==> src/include/atop_defs.svh <==
// AXI subsystem parameters

`ifndef ATOP_DEFS_SVH
`define ATOP_DEFS_SVH

// AXI ID width in bits
`define ATOP_ID_W 4

// Byte address width
`define ATOP_ADDR_W 12

// Data bus width, full-width transfers only
`define ATOP_DATA_W 32

// Memory depth in bus words
`define ATOP_MEM_WORDS 256

// Downstream write bursts allowed in flight
`define ATOP_MAX_WTXNS 2

`endif

==> src/logic/atop_axi_pkg.sv <==
// AXI channel types

`default_nettype none

`include "atop_defs.svh"

package atop_axi_pkg;

  // Basic field types
  typedef logic [`ATOP_ID_W-1:0]     id_t;
  typedef logic [`ATOP_ADDR_W-1:0]   addr_t;
  typedef logic [`ATOP_DATA_W-1:0]   data_t;
  typedef logic [`ATOP_DATA_W/8-1:0] strb_t;
  typedef logic [7:0]                len_t;
  typedef logic [5:0]                atop_t;
  typedef logic [1:0]                resp_code_t;

  // Upper atop bits select the atomic kind
  localparam logic [1:0] ATOP_NONE        = 2'b00;
  localparam logic [1:0] ATOP_ATOMICSTORE = 2'b01;
  localparam logic [1:0] ATOP_ATOMICLOAD  = 2'b10;

  localparam resp_code_t RESP_OKAY   = 2'b00;
  localparam resp_code_t RESP_SLVERR = 2'b10;

  // Full bus width beats, incrementing bursts
  localparam logic [2:0] SIZE_FULL  = 3'($clog2(`ATOP_DATA_W/8));
  localparam logic [1:0] BURST_INCR = 2'b01;

  typedef struct packed {
    id_t        id;
    addr_t      addr;
    len_t       len;
    logic [2:0] size;
    logic [1:0] burst;
    atop_t      atop;
  } aw_chan_t;

  typedef struct packed {
    data_t data;
    strb_t strb;
    logic  last;
  } w_chan_t;

  typedef struct packed {
    id_t        id;
    resp_code_t resp;
  } b_chan_t;

  typedef struct packed {
    id_t        id;
    addr_t      addr;
    len_t       len;
    logic [2:0] size;
    logic [1:0] burst;
  } ar_chan_t;

  typedef struct packed {
    id_t        id;
    data_t      data;
    resp_code_t resp;
    logic       last;
  } r_chan_t;

  // Master to slave bundle
  typedef struct packed {
    aw_chan_t aw;
    logic     aw_valid;
    w_chan_t  w;
    logic     w_valid;
    logic     b_ready;
    ar_chan_t ar;
    logic     ar_valid;
    logic     r_ready;
  } axi_req_t;

  // Slave to master bundle
  typedef struct packed {
    logic    aw_ready;
    logic    w_ready;
    b_chan_t b;
    logic    b_valid;
    logic    ar_ready;
    r_chan_t r;
    logic    r_valid;
  } axi_resp_t;

  // Pending R injection, beats minus one
  typedef struct packed {
    len_t len;
  } r_cmd_t;

endpackage

`default_nettype wire

==> src/logic/axi_chan_if.sv <==
// AXI channel bundle interface

`timescale 1ns/1ps
`default_nettype none

interface axi_chan_if;

  // All five channels, requests flow downstream
  atop_axi_pkg::axi_req_t  req;

  // Ready signals and B/R payloads flow upstream
  atop_axi_pkg::axi_resp_t resp;

  // Initiator side of a link
  modport mst (
    output req,
    input  resp
  );

  // Target side of a link
  modport slv (
    input  req,
    output resp
  );

endinterface

`default_nettype wire

==> src/logic/stream_reg.sv <==
// Single-entry stream register

`timescale 1ns/1ps
`default_nettype none

module stream_reg #(
  parameter type payload_t = logic
) (
  input  wire logic clk_i,
  input  wire logic rst_ni,
  // Input side
  input  wire logic valid_i,
  output logic      ready_o,
  input  payload_t  data_i,
  // Output side
  output logic      valid_o,
  input  wire logic ready_i,
  output payload_t  data_o
);

  logic     full_q;
  payload_t data_q;

  // Accept only into an empty slot
  assign ready_o = ~full_q;
  assign valid_o = full_q;
  assign data_o  = data_q;

  always_ff @(posedge clk_i or negedge rst_ni) begin
    if (!rst_ni) begin
      full_q <= 1'b0;
    end else if (valid_i && ready_o) begin
      full_q <= 1'b1;
    end else if (valid_o && ready_i) begin
      full_q <= 1'b0;
    end
  end

  // Payload captured on push
  always_ff @(posedge clk_i) begin
    if (valid_i && ready_o) begin
      data_q <= data_i;
    end
  end

  // Offered entry must be held until taken
  a_hold_stable: assert property (@(posedge clk_i) disable iff (!rst_ni)
    valid_i && !ready_o |=> valid_i && $stable(data_i));

endmodule

`default_nettype wire

==> src/logic/atop_filter.sv <==
// AXI atomic operation filter

`timescale 1ns/1ps
`default_nettype none

`include "atop_defs.svh"

module atop_filter (
  input wire logic clk_i,
  input wire logic rst_ni,
  axi_chan_if.slv  slv,
  axi_chan_if.mst  mst
);

  typedef logic [$clog2(`ATOP_MAX_WTXNS+1)-1:0] cnt_t;
  localparam cnt_t MaxCnt = cnt_t'(`ATOP_MAX_WTXNS);

  typedef enum logic [2:0] {W_FEEDTHROUGH, BLOCK_AW, ABSORB_W, INJECT_B, WAIT_R} w_state_t;
  typedef enum logic {R_FEEDTHROUGH, INJECT_R} r_state_t;

  w_state_t w_state_d, w_state_q;
  r_state_t r_state_d, r_state_q;
  cnt_t     w_cnt_d, w_cnt_q;
  atop_axi_pkg::id_t  id_d, id_q;
  atop_axi_pkg::len_t r_beats_d, r_beats_q;

  // Filtered channel signals
  logic mst_aw_valid, slv_aw_ready, mst_w_valid, slv_w_ready;
  logic mst_b_ready, slv_b_valid, mst_r_ready, slv_r_valid;
  atop_axi_pkg::b_chan_t  slv_b;
  atop_axi_pkg::r_chan_t  slv_r;
  atop_axi_pkg::aw_chan_t aw_fwd;
  logic [1:0] aw_kind;

  // R injection command queue
  logic r_cmd_push_valid, r_cmd_push_ready, r_cmd_valid, r_cmd_pop_ready;
  atop_axi_pkg::r_cmd_t r_cmd_push, r_cmd;

  assign aw_kind = slv.req.aw.atop[5:4];
  assign r_cmd_push.len = slv.req.aw.len;

  // Write path FSM
  always_comb begin
    mst_aw_valid = 1'b0;
    slv_aw_ready = 1'b0;
    mst_w_valid  = 1'b0;
    slv_w_ready  = 1'b0;
    // B passes through unless injecting
    mst_b_ready  = slv.req.b_ready;
    slv_b_valid  = mst.resp.b_valid;
    slv_b        = mst.resp.b;
    id_d         = id_q;
    r_cmd_push_valid = 1'b0;
    w_state_d    = w_state_q;
    unique case (w_state_q)
      W_FEEDTHROUGH: begin
        if (w_cnt_q < MaxCnt) begin
          mst_aw_valid = slv.req.aw_valid;
          slv_aw_ready = mst.resp.aw_ready;
        end
        // W only behind a forwarded AW
        if (w_cnt_q != '0) begin
          mst_w_valid = slv.req.w_valid;
          slv_w_ready = mst.resp.w_ready;
        end
        if (slv.req.aw_valid && aw_kind != atop_axi_pkg::ATOP_NONE) begin
          mst_aw_valid = 1'b0;
          slv_aw_ready = 1'b0;
          if (r_cmd_push_ready) begin
            slv_aw_ready = 1'b1;
            id_d = slv.req.aw.id;
            // Stores get no R response
            r_cmd_push_valid = (aw_kind != atop_axi_pkg::ATOP_ATOMICSTORE);
            if (w_cnt_q != '0) begin
              w_state_d = BLOCK_AW;
            end else begin
              slv_w_ready = 1'b1;
              w_state_d = (slv.req.w_valid && slv.req.w.last) ? INJECT_B : ABSORB_W;
            end
          end
        end
      end
      BLOCK_AW: begin
        // Drain older bursts first
        if (w_cnt_q != '0) begin
          mst_w_valid = slv.req.w_valid;
          slv_w_ready = mst.resp.w_ready;
        end else begin
          slv_w_ready = 1'b1;
          w_state_d = (slv.req.w_valid && slv.req.w.last) ? INJECT_B : ABSORB_W;
        end
      end
      ABSORB_W: begin
        slv_w_ready = 1'b1;
        if (slv.req.w_valid && slv.req.w.last) begin
          w_state_d = INJECT_B;
        end
      end
      INJECT_B: begin
        mst_b_ready = 1'b0;
        slv_b_valid = 1'b1;
        slv_b.id    = id_q;
        slv_b.resp  = atop_axi_pkg::RESP_SLVERR;
        if (slv.req.b_ready) begin
          // Wait for the R beats still to be sent
          w_state_d = (r_cmd_valid && !r_cmd_pop_ready) ? WAIT_R : W_FEEDTHROUGH;
        end
      end
      WAIT_R: begin
        if (!r_cmd_valid) begin
          w_state_d = W_FEEDTHROUGH;
        end
      end
      default: w_state_d = W_FEEDTHROUGH;
    endcase
  end

  // Read path FSM, injected beats take over R
  always_comb begin
    slv_r_valid     = mst.resp.r_valid;
    slv_r           = mst.resp.r;
    mst_r_ready     = slv.req.r_ready;
    r_cmd_pop_ready = 1'b0;
    r_beats_d       = r_beats_q;
    r_state_d       = r_state_q;
    unique case (r_state_q)
      R_FEEDTHROUGH: begin
        if (r_cmd_push_valid) begin
          r_state_d = INJECT_R;
        end
      end
      INJECT_R: begin
        mst_r_ready = 1'b0;
        slv_r_valid = 1'b1;
        slv_r       = '0;
        slv_r.id    = id_q;
        slv_r.resp  = atop_axi_pkg::RESP_SLVERR;
        slv_r.last  = (r_beats_q == r_cmd.len);
        if (slv.req.r_ready) begin
          if (slv_r.last) begin
            r_cmd_pop_ready = 1'b1;
            r_beats_d = '0;
            r_state_d = R_FEEDTHROUGH;
          end else begin
            r_beats_d = r_beats_q + 8'd1;
          end
        end
      end
      default: r_state_d = R_FEEDTHROUGH;
    endcase
  end

  // Outstanding downstream write bursts
  always_comb begin
    w_cnt_d = w_cnt_q;
    if (mst_aw_valid && mst.resp.aw_ready) begin
      w_cnt_d = w_cnt_d + cnt_t'(1);
    end
    if (mst_w_valid && mst.resp.w_ready && slv.req.w.last) begin
      w_cnt_d = w_cnt_d - cnt_t'(1);
    end
  end

  // Downstream AW never carries atop
  always_comb begin
    aw_fwd      = slv.req.aw;
    aw_fwd.atop = '0;
  end

  assign mst.req.aw       = aw_fwd;
  assign mst.req.aw_valid = mst_aw_valid;
  assign mst.req.w        = slv.req.w;
  assign mst.req.w_valid  = mst_w_valid;
  assign mst.req.b_ready  = mst_b_ready;
  assign mst.req.ar       = slv.req.ar;
  assign mst.req.ar_valid = slv.req.ar_valid;
  assign mst.req.r_ready  = mst_r_ready;

  assign slv.resp.aw_ready = slv_aw_ready;
  assign slv.resp.w_ready  = slv_w_ready;
  assign slv.resp.b        = slv_b;
  assign slv.resp.b_valid  = slv_b_valid;
  assign slv.resp.ar_ready = mst.resp.ar_ready;
  assign slv.resp.r        = slv_r;
  assign slv.resp.r_valid  = slv_r_valid;

  always_ff @(posedge clk_i or negedge rst_ni) begin
    if (!rst_ni) begin
      w_state_q <= W_FEEDTHROUGH;
      r_state_q <= R_FEEDTHROUGH;
      w_cnt_q   <= '0;
      r_beats_q <= '0;
    end else begin
      w_state_q <= w_state_d;
      r_state_q <= r_state_d;
      w_cnt_q   <= w_cnt_d;
      r_beats_q <= r_beats_d;
    end
  end

  // Atomic ID for both injected responses
  always_ff @(posedge clk_i) begin
    id_q <= id_d;
  end

  stream_reg #(
    .payload_t (atop_axi_pkg::r_cmd_t)
  ) r_cmd_reg_i (
    .clk_i   (clk_i),
    .rst_ni  (rst_ni),
    .valid_i (r_cmd_push_valid),
    .ready_o (r_cmd_push_ready),
    .data_i  (r_cmd_push),
    .valid_o (r_cmd_valid),
    .ready_i (r_cmd_pop_ready),
    .data_o  (r_cmd)
  );

  // No atomic AW is ever forwarded downstream
  a_dn_atop_zero: assert property (@(posedge clk_i) disable iff (!rst_ni)
    mst.req.aw_valid |-> aw_kind == atop_axi_pkg::ATOP_NONE && mst.req.aw.atop == '0);

  a_cnt_max: assert property (@(posedge clk_i) disable iff (!rst_ni)
    w_cnt_q <= MaxCnt);

endmodule

`default_nettype wire

==> src/flat_wrapper.sv <==
// flat-port wrapper written by rule: the top's interface ports become plain ports
module atop_filter_flat 
  (clk_i, rst_ni, slv_req, slv_resp, mst_req, mst_resp);
  axi_chan_if slv_i ();
  axi_chan_if mst_i ();
  input wire logic clk_i;
  input wire logic rst_ni;
  input wire logic [$bits(slv_i.req)-1:0] slv_req;
  output wire logic [$bits(slv_i.resp)-1:0] slv_resp;
  output wire logic [$bits(mst_i.req)-1:0] mst_req;
  input wire logic [$bits(mst_i.resp)-1:0] mst_resp;
  assign slv_i.req = slv_req;
  assign slv_resp = slv_i.resp;
  assign mst_req = mst_i.req;
  assign mst_i.resp = mst_resp;
  atop_filter u_core (.clk_i(clk_i), .rst_ni(rst_ni), .slv(slv_i), .mst(mst_i));
endmodule
==> config.mk <==
export PLATFORM = sky130hd
export DESIGN_NAME = atop_filter_flat
export DESIGN_NICKNAME = d
export VERILOG_FILES = /design/src/logic/atop_axi_pkg.sv /design/src/logic/axi_chan_if.sv /design/src/logic/stream_reg.sv /design/src/logic/atop_filter.sv /design/src/flat_wrapper.sv
export VERILOG_INCLUDE_DIRS = /design/src /design/src/include
export SDC_FILE = /design/constraint.sdc
export NUM_CORES = 1
export LEC_CHECK = 0
export BUFFER_PORTS_ARGS = -buffer_cell sky130_fd_sc_hd__buf_2
export CAP_MARGIN = 20
export CORE_AREA = 2 2 121 123
export CTS_CLUSTER_DIAMETER = 60
export CTS_CLUSTER_SIZE = 25
export DETAILED_ROUTE_END_ITERATION = 8
export DIE_AREA = 0 0 123 125
export PLACE_DENSITY = 0.52
export SYNTH_ARGS = -nofsm -noshare
export SYNTH_HDL_FRONTEND = slang
export SYNTH_SLANG_ARGS = --single-unit
==> constraint.sdc <==
create_clock -name clk_i -period 4.06 [get_ports clk_i]
set_input_delay 0.812 -clock clk_i [delete_from_list [all_inputs] [get_ports clk_i]]
set_output_delay 0.812 -clock clk_i [all_outputs]
set_load 0.05 [all_outputs]
==> results.md, run 1 <==
- Setup violators final: 0
- Cts bufs inserted: 3
- TritonCTS clock tree: done
- Hold_buf cts: 0
- CTS sink count: 27
- Final period util: 73.8%
- Peak supply drop: 214 uV
- Fin crit period: 3000 ps
- Arrival @ worst endpoint: 2180 ps
- Most common cell after layout, fill and taps aside: buf_2
- Initial antenna violation count: 1
- Final Hold Slack: 455 ps
- Final worst slack: 1060 ps
- Post-DRT Antenna Nets: 0
- Yosys cell types: 44
- Die height: 125 um
- Clock Skew: 7.50 ps
- Reg2Reg Depth: 3
- Clock power share: 22.2%
- TNS Setup: 0 ps
- Final Power: 0.00106 W
- Grt total ovfl: 0
- Critical path startpoint category: primary input
- Leak: 1.27 nW
- PortBufs: 135
- Vias per Instance: 3.88
- Layout area overhead: 5.05%
- Worst-Margin Slew: 662 ps
- Switching share of power: 43.4%
- Share of layout cells above drive strength 1: 51.3%
- R2R setup slack: 2020 ps
- Die W: 123 um
- Worst r2r src: u_core.w_state_q[2]$_DFFE_PN0P_
- Max cap viols: 0
- Total core area: 14,200 um2
- I/O pin cnt: 314
- Status: finished, final reports clean
- DRT Pass-1 Iters: 4
- Pwr Density: 393 nW/um2
- Post-synth EDFFs: 12
- Slew headroom: 55.9%
- Max Clock Freq: 334 MHz
- Initial core utilization: 18.1%
- Avg Cell Area, Syn: 9.03 um2
- Die area: 15,400 um2
- Synth Instances: 285
- Wire per inst: 17.2 um
- Initial DRC count: 112
- NetSw: 0.000461 W
- Hold Violations, Final: 0
- Final Slew Violations: 0
- First-pass GRT wire length: 11.8 mm
- Worst-Skew Late Latency: 270 ps
- Synthesis Warnings: 0
- Layout Nets: 471
- Clock Path Buffers: 2
- CP max FO: 5
- Detail Placement HPWL: 7.43 mm
- Pin count of the biggest net entering global routing: 30
- Via count of the routed design: 1,917
- Row count: 44
- Cell Area, Synth: 2570 um2
- # resized after CTS: 0
- Vias in the first global route: 1,897
- Final WL: 8.49 mm
- Logic pwr share: 43.1%
- #FFs+latches synth: 27
- Worst r2r dst: u_core.r_cmd_reg_i.data_o[6]$_DFFE_PP_
- Commonest cells after routing, fill and taps aside: buf_2, nor2b_1, dfrtp_1, edfxtp_1
- Internal: 0.000601 W
- Placed Area: 2620 um2
- Design area: 2710 um2
- CTS clk-pin slew, worst paths: 70 ps
- Residual DRC: 0
- Register area share after synthesis: 28.6%
- CP required: 3250 ps
- Unrepaired setup endpoints after global routing: false
- Layout fillers: 1,611
- Async SR Flop Fraction: 55.6%
- N_diodes: 0
- Total GRT Usage: 10.1%
- Kind of critical path: primary input to output port
- Post-Place Worst Slack: 1060 ps
- Post-CTS setup buffer count: 0
- H-tree level count: 1
- Worst hold path type: primary input to asynchronous set/reset pin
- CP Capture Type: output port
- Clk root buf: clkbuf_16
- GP Congestion: 0.821
- Reg power frac: 34.7%
- Commonest register cell after synthesis: dfrtp_1
==> logic make-up after synthesis <==
family | Yosys count | synth area share [%]
compound gates | 20 | 5.64
xor+xnor | 15 | 5.10
fa+ha+maj | 2 | 0.972
buf+inv | 124 | 35.0
flops | 27 | 28.6
mux | 9 | 3.94
other cells | 1 | 0.146
simple gates | 87 | 20.7
==> critical path, cell delays in order <==
cell and delay, ps:
buf_2 110, or2_2 360, a2111o_1 460, o21ai_0 160, buf_2 280
==> cells in the mapped netlist (2+ instances only) <==
| cell | instances | area, um2 |
|---|---|---|
| a31oi_1 | 3 | 18.8 |
| o21ai_0 | 3 | 15.0 |
| and2_1 | 4 | 25.0 |
| or2_2 | 4 | 25.0 |
| mux2_2 | 9 | 101 |
| xnor2_1 | 7 | 61.3 |
| buf_2 | 3 | 15.0 |
| buf_6 | 2 | 22.5 |
| nor2_1 | 11 | 41.3 |
| edfxtp_1 | 12 | 360 |
| buf_4 | 111 | 833 |
| nor3_1 | 3 | 15.0 |
| clkbuf_1 | 3 | 11.3 |
| xor2_1 | 8 | 70.1 |
| nand2_1 | 11 | 41.3 |
| nand3_1 | 3 | 15.0 |
| inv_1 | 4 | 15.0 |
| dfrtp_1 | 15 | 375 |
| nor2b_1 | 34 | 213 |
| nor4_1 | 3 | 18.8 |
| a21oi_1 | 4 | 20.0 |
| nand2b_1 | 5 | 31.3 |
| ha_1 | 2 | 25.0 |
==> layout make-up <==
type	instances	area, um2	share of cell area, %
multi-input combinational	139	957	35.4
sequential	27	736	27.2
tap	184	230	8.51
inverter	4	15.0	0.555
timing repair buffer	136	683	25.3
clock inverter	1	8.76	0.324
clock buffer	3	75.1	2.78
==> power groups by stage <==
stage	sequential (W)	clock, W	combinational (W)
floorplan	0.000350	0	0.000626
global placement	0.000371	0	0.000454
detailed placement	0.000373	0	0.000459
CTS	0.000368	0.000243	0.000460
global route	0.000377	0.000254	0.000488
finish	0.000369	0.000236	0.000457
==> state kept, by name, summed over array words and instances (netlist names) <==
| signal | cells |
|---|---|
| u_core.w_cnt_q | 2 |
| u_core.r_cmd_reg_i.valid_o | 1 |
| u_core.w_state_q | 3 |
| u_core.r_beats_q | 8 |
| u_core.r_state_q | 1 |
| u_core.r_cmd_reg_i.data_o | 8 |
| u_core.id_q | 4 |
==> metal layers <==
layer	GRT usage (%)	wire, um	vias up
met3	4.06	1080	32
li1	-	-	869
met5	0	0	-
met1	10.7	2830	871
met2	17.9	4240	145
met4	3.88	336	0
==> how the worst max path moves through the flow <==
stage	from	to	slack, ps
after floorplan	slv_req[76]	slv_resp[49]	1300
after global placement	slv_req[76]	slv_resp[49]	1050
after detailed placement	slv_req[76]	slv_resp[49]	1060
after CTS	slv_req[76]	slv_resp[49]	1060
after global routing	slv_req[70]	slv_resp[48]	1000
final	slv_req[76]	slv_resp[49]	1060
==> metrics by stage <==
stage / instances / utilization [%]
2_1_floorplan: 290 / -
6_report: 494 / 19.0
3_5_place_dp: 490 / 18.5
3_3_place_gp: 490 / 18.5
5_1_grt: 494 / 19.0
4_1_cts: 494 / 19.0
Note: power is estimated with default switching activity, not from simulation.
==> run 2, diff against run 1 <==
--- a/config.mk
+++ b/config.mk
@@ -8,11 +8,11 @@
 export LEC_CHECK = 0
 export BUFFER_PORTS_ARGS = -buffer_cell sky130_fd_sc_hd__buf_2
 export CAP_MARGIN = 20
-export CORE_AREA = 2 2 121 123
+export CORE_AREA = 2 2 122 124
 export CTS_CLUSTER_DIAMETER = 60
 export CTS_CLUSTER_SIZE = 25
 export DETAILED_ROUTE_END_ITERATION = 8
-export DIE_AREA = 0 0 123 125
+export DIE_AREA = 0 0 124 126
 export PLACE_DENSITY = 0.52
 export SYNTH_ARGS = -nofsm -noshare
 export SYNTH_HDL_FRONTEND = slang
==> constraint.sdc (replaced) <==
create_clock -name clk_i -period 2.9 [get_ports clk_i]
set_input_delay 0.58 -clock clk_i [delete_from_list [all_inputs] [get_ports clk_i]]
set_output_delay 0.58 -clock clk_i [all_outputs]
set_load 0.05 [all_outputs]
==> run 2 against run 1 <==
Net effect: combinational power grew 39%; via count shrank 1.2%; critical path type is now flip-flop to output port; highest routed layer is now met5; clock power grew 38%.
==> results.md, run 2 (synthesized netlist as in run 1, its figures left out) <==
- Pwr Density: 547 nW/um2
- Layout fillers: 1,628
- Max cap viols: 0
- Final Slew Violations: 0
- Pin count of the biggest net entering global routing: 29
- N_diodes: 0
- Post-DRT Antenna Nets: 0
- Crit-path leading delay family: simple AND/OR/NAND/NOR gates
- I/O pin cnt: 314
- WP buf/inv: 1
- Reg power frac: 35.0%
- Fin crit period: 2760 ps
- Final Power: 0.00148 W
- Critical path startpoint category: flip-flop
- Clk root buf: clkbuf_16
- Hold Violations, Final: 0
- # resized after CTS: 0
- DRT Pass-1 Iters: 4
- Via count of the routed design: 1,894
- Max Clock Freq: 363 MHz
- Dpl cells: 490
- Leak: 1.27 nW
- CP Capture Type: output port
- H-tree level count: 1
- Grt total ovfl: 0
- Worst-Margin Slew: 599 ps
- NetSw: 0.000641 W
- Hold_buf cts: 0
- Final Non-Filler Cells: 494
- Logic pwr share: 43.0%
- First-pass GRT wire length: 12.3 mm
- PortBufs: 135
- Die W: 124 um
- TritonCTS clock tree: done
- Share of layout cells above drive strength 1: 51.6%
- Peak supply drop: 217 uV
- Vias in the first global route: 1,820
- Detail Placement HPWL: 8.28 mm
- CTS clk-pin slew, worst paths: 70 ps
- Slew headroom: 60.1%
- Setup violators final: 0
- CP max FO: 9
- Total GRT Usage: 10.8%
- Internal: 0.000838 W
- Row count: 44
- Residual DRC: 0
- Kind of critical path: flip-flop to output port
- GP Congestion: 0.781
- Initial DRC count: 33
- Total core area: 14,300 um2
- Final Hold Slack: 220 ps
- Commonest cells after routing, fill and taps aside: buf_2, nor2b_1, dfrtp_1, edfxtp_1
- Final WL: 9.32 mm
- Worst path cell trace: or4b_4, nor2_1, nand2_1, a31oi_1, buf_2
- CP max stage cell: or4b_4
- Cts bufs inserted: 3
- CP required: 2320 ps
- CP peak stage delay: 620 ps
- Clock Skew: 4.31 ps
- Initial core utilization: 18.0%
- Vias per Instance: 3.83
- R2R setup slack: 850 ps
- Post-CTS setup buffer count: 0
- Die height: 126 um
- Initial antenna violation count: 0
- Most common cell after layout, fill and taps aside: buf_2
- Reg2Reg Depth: 3
- Worst r2r dst: u_core.r_cmd_reg_i.data_o[2]$_DFFE_PP_
- Worst-Skew Late Latency: 260 ps
- Status: finished, final reports clean
- Layout Nets: 471
- Final period util: 95.1%
- CTS sink count: 27
- Layout area overhead: 5.05%
- Clock Path Buffers: 2
- Worst r2r src: u_core.w_state_q[2]$_DFFE_PN0P_
- TNS Setup: 0 ps
- Arrival @ worst endpoint: 2180 ps
- Clock power share: 22.0%
- Wire per inst: 18.9 um
- Die area: 15,600 um2
- Worst hold path type: primary input to asynchronous set/reset pin
- Unrepaired setup endpoints after global routing: false
- Switching share of power: 43.3%
run 2: layout make-up:
| type | count | area [um2] | share of cell area [%] |
|---|---|---|---|
| Multi-Input combinational cell | 139 | 957 | 35.4 |
| Sequential cell | 27 | 737 | 27.2 |
| Timing Repair Buffer | 136 | 683 | 25.3 |
| Tap cell | 184 | 230 | 8.51 |
| Clock buffer | 3 | 75.1 | 2.78 |
| Inverter | 4 | 15.0 | 0.555 |
| Clock inverter | 1 | 7.51 | 0.278 |
run 2: worst register-to-register path, cell delays in order (launching register included):
cell and delay [ps]:
dfrtp_1 480, or4b_4 620, nor2_1 200, and2_1 410
run 2: through the flow:
step | utilization, % | worst slack [ps] | area, um2
final | 18.9 | 143 | 2710
after global routing | 18.9 | 15.0 | 2710
after CTS | 18.9 | 143 | 2710
after detailed placement | 18.3 | 324 | 2620
after global placement | 18.3 | 313 | 2620
after floorplan | - | 602 | 2590
run 2: per-layer routing:
layer,vias up,track usage [%],wire length [um]
met5,-,5.26,121
li1,870,-,-
met1,829,11.4,3010
met2,177,18.0,4440
met3,16,5.75,1540
met4,2,2.91,206
run 2: worst max-delay path by stage:
stage / from / to / slack (ps) / cells after the start
after floorplan: slv_req[76] / slv_resp[49] / 600 / 4
after global placement: slv_req[76] / slv_resp[49] / 310 / 5
after detailed placement: slv_req[70] / slv_resp[48] / 320 / 6
after CTS: u_core.w_state_q[2]$_DFFE_PN0P_ / slv_resp[48] / 140 / 5
after global routing: u_core.w_state_q[2]$_DFFE_PN0P_ / slv_resp[48] / 20 / 5
final: u_core.w_state_q[2]$_DFFE_PN0P_ / slv_resp[48] / 140 / 5
run 2: power groups by stage:
stage	Clock, W	Sequential (W)	Combinational, W
finish	0.000325	0.000519	0.000636
global route	0.000346	0.000528	0.000685
CTS	0.000332	0.000519	0.000642
detailed placement	0	0.000526	0.000639
global placement	0	0.000524	0.000633
floorplan	0	0.000490	0.000876
